### src/logic/dpc_pkg.sv
`default_nettype none

package dpc_pkg;

	// table geometry
	localparam int TRACE_N = 4; // instructions tracked between fetch and retire
	localparam int TRACE_IDX_WIDTH = 2; // enough bits to number every slot

	// instruction ids come from the fetch unit and wrap around
	localparam int INST_ID_WIDTH = 4;

	// general register file
	localparam int REG_ID_WIDTH = 5; // x0..x31
	localparam logic [REG_ID_WIDTH-1:0] REG_ZERO = '0; // x0 reads as zero, never a hazard

endpackage

`default_nettype wire

### src/logic/dpc_monitor.sv
`timescale 1ns/1ns
`default_nettype none

module dpc_monitor (
	input  logic                              clk,
	input  logic                              reset,
	input  logic                              sys_reset_req,
	input  logic                              flush_req,
	// instruction enters the fetch queue
	input  logic                              enter_valid,
	input  logic [dpc_pkg::INST_ID_WIDTH-1:0] enter_inst_id,
	input  logic [dpc_pkg::REG_ID_WIDTH-1:0]  enter_rd_id,
	input  logic                              enter_rd_vld,
	input  logic                              enter_is_long,
	// instruction leaves dispatch
	input  logic                              dsptc_valid,
	input  logic [dpc_pkg::INST_ID_WIDTH-1:0] dsptc_inst_id,
	// instruction retires
	input  logic                              retire_valid,
	input  logic [dpc_pkg::INST_ID_WIDTH-1:0] retire_inst_id,
	// decode RAW and dispatch WAW queries
	input  logic [dpc_pkg::REG_ID_WIDTH-1:0]  rs1_id,
	input  logic [dpc_pkg::REG_ID_WIDTH-1:0]  rs2_id,
	input  logic [dpc_pkg::REG_ID_WIDTH-1:0]  waw_rd_id,
	output logic                              rs1_raw_dpc,
	output logic                              rs2_raw_dpc,
	output logic                              rd_waw_dpc,
	output logic                              tb_full
);
	import dpc_pkg::*;

	logic [TRACE_N-1:0]                   alloc_sel; // one-hot slot for the entering instruction
	logic [TRACE_N-1:0]                   slot_busy;
	logic [TRACE_N-1:0]                   slot_dispatched;
	logic [TRACE_N-1:0][REG_ID_WIDTH-1:0] slot_rd_id;
	logic [TRACE_N-1:0]                   slot_rd_vld;
	logic [TRACE_N-1:0]                   slot_is_long;

	trace_alloc i_alloc (
		.enter_valid (enter_valid),
		.slot_busy   (slot_busy),
		.alloc_sel   (alloc_sel),
		.tb_full     (tb_full)
	);

	// event buses go to every slot, each slot matches its own id
	for (genvar i = 0; i < TRACE_N; i++) begin : g_entry
		trace_entry i_entry (
			.clk             (clk),
			.reset           (reset),
			.sys_reset_req   (sys_reset_req),
			.flush_req       (flush_req),
			.alloc           (alloc_sel[i]),
			.enter_inst_id   (enter_inst_id),
			.enter_rd_id     (enter_rd_id),
			.enter_rd_vld    (enter_rd_vld),
			.enter_is_long   (enter_is_long),
			.dsptc_valid     (dsptc_valid),
			.dsptc_inst_id   (dsptc_inst_id),
			.retire_valid    (retire_valid),
			.retire_inst_id  (retire_inst_id),
			.slot_busy       (slot_busy[i]),
			.slot_dispatched (slot_dispatched[i]),
			.slot_rd_id      (slot_rd_id[i]),
			.slot_rd_vld     (slot_rd_vld[i]),
			.slot_is_long    (slot_is_long[i])
		);
	end

	hazard_check i_hazard (
		.rs1_id          (rs1_id),
		.rs2_id          (rs2_id),
		.waw_rd_id       (waw_rd_id),
		.slot_dispatched (slot_dispatched),
		.slot_rd_id      (slot_rd_id),
		.slot_rd_vld     (slot_rd_vld),
		.slot_is_long    (slot_is_long),
		.rs1_raw_dpc     (rs1_raw_dpc),
		.rs2_raw_dpc     (rs2_raw_dpc),
		.rd_waw_dpc      (rd_waw_dpc)
	);

endmodule

`default_nettype wire

### src/logic/hazard_check.sv
`timescale 1ns/1ns
`default_nettype none

module hazard_check (
	input  logic [dpc_pkg::REG_ID_WIDTH-1:0]                       rs1_id,
	input  logic [dpc_pkg::REG_ID_WIDTH-1:0]                       rs2_id,
	input  logic [dpc_pkg::REG_ID_WIDTH-1:0]                       waw_rd_id,
	input  logic [dpc_pkg::TRACE_N-1:0]                            slot_dispatched,
	input  logic [dpc_pkg::TRACE_N-1:0][dpc_pkg::REG_ID_WIDTH-1:0] slot_rd_id,
	input  logic [dpc_pkg::TRACE_N-1:0]                            slot_rd_vld,
	input  logic [dpc_pkg::TRACE_N-1:0]                            slot_is_long,
	output logic                                                   rs1_raw_dpc,
	output logic                                                   rs2_raw_dpc,
	output logic                                                   rd_waw_dpc
);
	import dpc_pkg::*;

	logic [TRACE_N-1:0] writer_vld; // dispatched and will write rd
	logic [TRACE_N-1:0] rs1_hit;
	logic [TRACE_N-1:0] rs2_hit;
	logic [TRACE_N-1:0] waw_hit;

	assign writer_vld = slot_dispatched & slot_rd_vld;

	// per-slot compare against the three query ports
	always_comb begin
		for (int i = 0; i < TRACE_N; i++) begin
			rs1_hit[i] = writer_vld[i] && (slot_rd_id[i] == rs1_id);
			rs2_hit[i] = writer_vld[i] && (slot_rd_id[i] == rs2_id);
			// short ops complete in order, so only long ones can be overtaken
			waw_hit[i] = writer_vld[i] && slot_is_long[i] && (slot_rd_id[i] == waw_rd_id);
		end
	end

	// x0 is never written, so queries on it are always clear
	assign rs1_raw_dpc = (|rs1_hit) && (rs1_id != REG_ZERO);
	assign rs2_raw_dpc = (|rs2_hit) && (rs2_id != REG_ZERO);
	assign rd_waw_dpc = (|waw_hit) && (waw_rd_id != REG_ZERO);

endmodule

`default_nettype wire

### src/logic/trace_alloc.sv
`timescale 1ns/1ns
`default_nettype none

module trace_alloc (
	input  logic                       enter_valid,
	input  logic [dpc_pkg::TRACE_N-1:0] slot_busy,
	output logic [dpc_pkg::TRACE_N-1:0] alloc_sel,
	output logic                       tb_full
);
	import dpc_pkg::*;

	logic [TRACE_IDX_WIDTH-1:0] free_idx; // lowest free slot
	logic                       free_found;

	// priority search where slot 0 wins
	always_comb begin
		free_idx = '0;
		free_found = 1'b0;
		for (int i = TRACE_N - 1; i >= 0; i--) begin
			if (!slot_busy[i]) begin
				free_idx = TRACE_IDX_WIDTH'(i);
				free_found = 1'b1;
			end
		end
	end

	// one-hot steer of the entering instruction
	always_comb begin
		alloc_sel = '0;
		if (enter_valid && free_found) begin
			alloc_sel = TRACE_N'(1) << free_idx;
		end
	end

	assign tb_full = &slot_busy; // fetch side must hold off entries

	// the fetch side is expected to watch tb_full before it enters
	always_comb begin
		assert final (!(enter_valid && tb_full))
			else $error("enter while trace table full");
	end

endmodule

`default_nettype wire

### src/logic/trace_entry.sv
`timescale 1ns/1ns
`default_nettype none

module trace_entry (
	input  logic                               clk,
	input  logic                               reset,
	input  logic                               sys_reset_req,
	input  logic                               flush_req,
	input  logic                               alloc,
	input  logic [dpc_pkg::INST_ID_WIDTH-1:0]  enter_inst_id,
	input  logic [dpc_pkg::REG_ID_WIDTH-1:0]   enter_rd_id,
	input  logic                               enter_rd_vld,
	input  logic                               enter_is_long,
	input  logic                               dsptc_valid,
	input  logic [dpc_pkg::INST_ID_WIDTH-1:0]  dsptc_inst_id,
	input  logic                               retire_valid,
	input  logic [dpc_pkg::INST_ID_WIDTH-1:0]  retire_inst_id,
	output logic                               slot_busy,
	output logic                               slot_dispatched,
	output logic [dpc_pkg::REG_ID_WIDTH-1:0]   slot_rd_id,
	output logic                               slot_rd_vld,
	output logic                               slot_is_long
);
	import dpc_pkg::*;

	logic [INST_ID_WIDTH-1:0] inst_id; // id of the tracked instruction
	logic                     dsptc_hit;
	logic                     retire_hit;
	logic                     flush_hit;

	// stale ids in a free slot must not match
	assign dsptc_hit = dsptc_valid && slot_busy && (dsptc_inst_id == inst_id);
	assign retire_hit = retire_valid && slot_busy && (retire_inst_id == inst_id);

	// only pending slots are squashed, dispatched ones run to retirement
	assign flush_hit = flush_req && slot_busy && !slot_dispatched;

	always_ff @(posedge clk) begin
		if (reset || sys_reset_req) begin
			slot_busy <= 1'b0;
			slot_dispatched <= 1'b0;
		end else if (flush_hit) begin
			slot_busy <= 1'b0;
		end else if (retire_hit) begin
			slot_busy <= 1'b0;
			slot_dispatched <= 1'b0; // keeps dispatched implying busy
		end else if (dsptc_hit) begin
			slot_dispatched <= 1'b1;
		end else if (alloc && !flush_req) begin // enter during flush is dropped
			slot_busy <= 1'b1;
			slot_dispatched <= 1'b0;
		end
	end

	// payload, only meaningful while busy
	always_ff @(posedge clk) begin
		if (alloc) begin
			inst_id <= enter_inst_id;
			slot_rd_id <= enter_rd_id;
			slot_rd_vld <= enter_rd_vld;
			slot_is_long <= enter_is_long;
		end
	end

	// allocator must only pick this slot while it is free
	a_alloc_free: assert property (@(posedge clk) disable iff (reset)
		alloc |-> !slot_busy)
		else $error("allocation into a busy slot");

	// in-order dispatch issues each instruction once
	a_dsptc_once: assert property (@(posedge clk) disable iff (reset)
		dsptc_hit |-> !slot_dispatched)
		else $error("second dispatch of a tracked instruction");

endmodule

`default_nettype wire

### config.mk
export PLATFORM = sky130hd
export DESIGN_NAME = dpc_monitor
export DESIGN_NICKNAME = d
export VERILOG_FILES = /design/src/logic/dpc_pkg.sv /design/src/logic/dpc_monitor.sv /design/src/logic/hazard_check.sv /design/src/logic/trace_alloc.sv /design/src/logic/trace_entry.sv
export SDC_FILE = /design/constraint.sdc
export NUM_CORES = 1
export LEC_CHECK = 0
export ABC_AREA = 1
export BUFFER_PORTS_ARGS = -buffer_cell sky130_fd_sc_hd__buf_2
export CAP_MARGIN = 20
export CORE_ASPECT_RATIO = 1.1
export CORE_MARGIN = 2
export CORE_UTILIZATION = 41
export DETAILED_ROUTE_END_ITERATION = 6
export MAX_ROUTING_LAYER = met4
export PLACE_DENSITY_LB_ADDON = 0.08
export SYNTH_ARGS = -nofsm -noshare
export SYNTH_HDL_FRONTEND = slang
export SYNTH_SLANG_ARGS = --single-unit
### constraint.sdc
create_clock -name clk -period 2.06 [get_ports clk]
set_input_delay 0.103 -clock clk [delete_from_list [all_inputs] [get_ports clk]]
set_output_delay 0.103 -clock clk [all_outputs]
set_load 0.02 [all_outputs]
==> out/metrics.cfg <==
[synthesis]
synthSimpleGateAreaFrac_pct=43.3
synth_compound_area_share_pct=3.75
yosys.area.top_type=edfxtp_1
synth_most_common_cell=nand2_1
synth-main-ff-cell=edfxtp_1
ys_ff_latch=52
synth_cells=510
muxShareOfSynthArea_pct=0
syn_nets=551
yosys-top-cells-count=231 x nand2_1, 83 x nor2_1, 71 x inv_1, 44 x edfxtp_1, 27 x nand3_1
synth_xor_xnor_area_share_pct=0.525
netlist_area_um2=3340
yosysTopAreaCellShare_pct=39.6
ys_types=21
synth_top_family_by_area=simple AND/OR/NAND/NOR gates
synthAdderAreaFrac_pct=0
synth_area_leaders=edfxtp_1 40%, nand2_1 26%, nor2_1 9.3%
syn_avg_cell_area_um2=6.54
synth_edf_count=44
yosys_warnings=0
synthArstFlopShare_pct=0
synth_seq_area_share_pct=44.4

[setup_path]
cp.arrival_ns=1.66
max_stage_delay_ns=0.47
required_ns=1.96
cp_num_buf_inv=2
start_kind=register
r2r_end=g_entry[3].i_entry.slot_rd_id[4]$_DFFE_PN_
cp_max_fo=4
worst-path-stages=9
reg2reg_depth=3
cp-end-kind=primary output
crit_chain=inv_1, nand2_1, nand2_1, nor2_1, nand3_1, nand2_1, nor2_1, nor2_1, buf_2
r2r_start=g_entry[2].i_entry.slot_busy$_SDFFE_PP0P_
rrSetupSlack_ns=0.67
crit_family=simple AND/OR/NAND/NOR gates
critPathSlowestCell=edfxtp_1
worstSetupPathType=register to primary output

[route]
drt_iter0_markers=162
antenna_left=0
drc=0
first_pass_iters=5
wl_um=9590
avgRoutedWirePerCell_um=14.2
vias_per_cell=4.90
vias=3310

[power]
seq_power_share_pct=58.1
combPwrFrac_pct=13.2
switching_share_pct=26.3
powerDensity_nw_per_um2=529
peakVddDrop_v=0.000279
leakage_nw=1.94
cell_internal_pwr_mw=1.49
switching_power_mw=0.532
pwr-share-clk_pct=28.8

[grt]
gr-total-overflow=0
grt_pass1_wl_um=15800
grt_max_degree=17
grt_pass1_vias=3315
grt_antenna_before_repair=0
gr-usage-all-layers_pct=23.4

[sta]
fin_ws_ns=0.297
fin_setup_tns_ns=0
skew_ns=0.0114
fmax_mhz=567
final-max-slew-violation-count=0
worstMarginPinSlew_ns=0.323
relSlewSlack_pct=78.3
hold_violations=0
setup_viol=0
period_needed_ns=1.76
rsz0062_at_grt=no
fin_crit_sh_pct=85.6

[clocking]
cts_resized=0
htree_levels=2
cts.path.max_buffers=2
holdBufCountCts=0
clock_sinks=52
clk_latency_ns=0.30
root_buffer=clkbuf_8
clk_pin_slew_ns=0.10
cts_buffers=5
cts_setup_buffers=0
cts_tree=yes

[worst_hold_path]
whs_endpoint=g_entry[2].i_entry.slot_is_long$_DFFE_PN_
hp-start=enter_is_long
hp-class=input port to register
hold_depth=1

[cells_and_area]
area_growth_pct=14.6
drive_gt1_share_pct=10.9
n_antenna_cell=0
instances_no_fill=675
num-nets-final=607
fin_util_pct=48.3

[placement]
placed_cells=667
place_ws_ns=0.622
io_buffers=44
hpwl_um=7760
gp_congestion=0.953

[job]
cap_violations=0

[die]
io-pin-count=45
start_util_pct=42.2
rows=34
die_x_um=90.0
die_h_um=98.6
die-area_um2=8880
core_region_area_um2=7910

[status]
status=finished, final reports clean

## state kept, by name (all words and copies together), names as in the netlist
register                         count
g_entry.i_entry.slot_busy            4
g_entry.i_entry.slot_rd_vld          4
g_entry.i_entry.slot_is_long         4
g_entry.i_entry.slot_dispatched      4
g_entry.i_entry.inst_id             16
g_entry.i_entry.slot_rd_id          20
## final cells by class
class / instances / area [µm²]
Clock buffer: 6 / 72.6
Clock inverter: 2 / 16.3
Fill cell: 866 / 4090
Inverter: 71 / 267
Multi-Input combinational cell: 387 / 1600
Sequential cell: 52 / 1480
Tap cell: 108 / 135
Timing Repair Buffer: 49 / 258
## power groups by stage
stage,clock network (mW),logic (mW),registers [mW]
finish,0.582,0.266,1.17
global route,0.639,0.303,1.18
CTS,0.605,0.267,1.17
detailed placement,0,0.266,1.20
global placement,0,0.266,1.20
floorplan,0,0.140,1.19
## worst max-delay path by stage
stage | startpoint | to
3_5_place_dp | g_entry[1].i_entry.slot_rd_id[4]$_DFFE_PN_ | rs1_raw_dpc
5_1_grt | g_entry[1].i_entry.slot_rd_id[4]$_DFFE_PN_ | rs1_raw_dpc
2_1_floorplan | g_entry[2].i_entry.slot_busy$_SDFFE_PP0P_ | g_entry[3].i_entry.inst_id[0]$_DFFE_PN_
4_1_cts | g_entry[1].i_entry.slot_rd_id[4]$_DFFE_PN_ | rs1_raw_dpc
3_3_place_gp | g_entry[1].i_entry.slot_rd_id[4]$_DFFE_PN_ | rd_waw_dpc
6_report | g_entry[1].i_entry.slot_rd_id[4]$_DFFE_PN_ | rs1_raw_dpc
## worst reg2reg max path, delay by kind of cell, from the launching register on
family / cells / cell delay, ns
flip-flops: 1 / 0.44
AND/OR/NAND/NOR: 1 / 0.25
buffers and inverters: 2 / 0.39
## through the flow
stage	hold WS [ns]	area, µm²	power [mW]
5_1_grt	0.00654	3820	2.12
3_3_place_gp	0.331	3740	1.46
3_5_place_dp	0.334	3740	1.46
4_1_cts	0.00716	3820	2.05
2_1_floorplan	0.202	3340	1.33
6_report	0.0111	3820	2.02
## logic make-up after synthesis
| family | after synthesis |
|---|---|
| flops | 52 |
| buf+inv | 71 |
| simple gates | 364 |
| xor+xnor | 2 |
| compound gates | 21 |
## per-layer routing
metal	routed length, µm	vias to the layer above	global-route usage (%)	part of all wire, %
met5	0	-	-	0
met2	4930	96	42.2	51
li1	-	1697	-	-
met4	343	0	10.8	3.6
met3	394	25	2.91	4.1
met1	3920	1492	25.9	41
## cells in the final DEF (no fill, tap or decap), drive strengths merged, types with 2 or more instances in the layout
cell type	count
a21oi	5
buf	49
clkbuf	6
dfxtp	8
edfxtp	44
inv	71
nand2	232
nand3	27
nand4	2
nor2	84
nor3	17
o211ai	2
o21ai	7
o22ai	5
(Power assumes the default switching activity.)
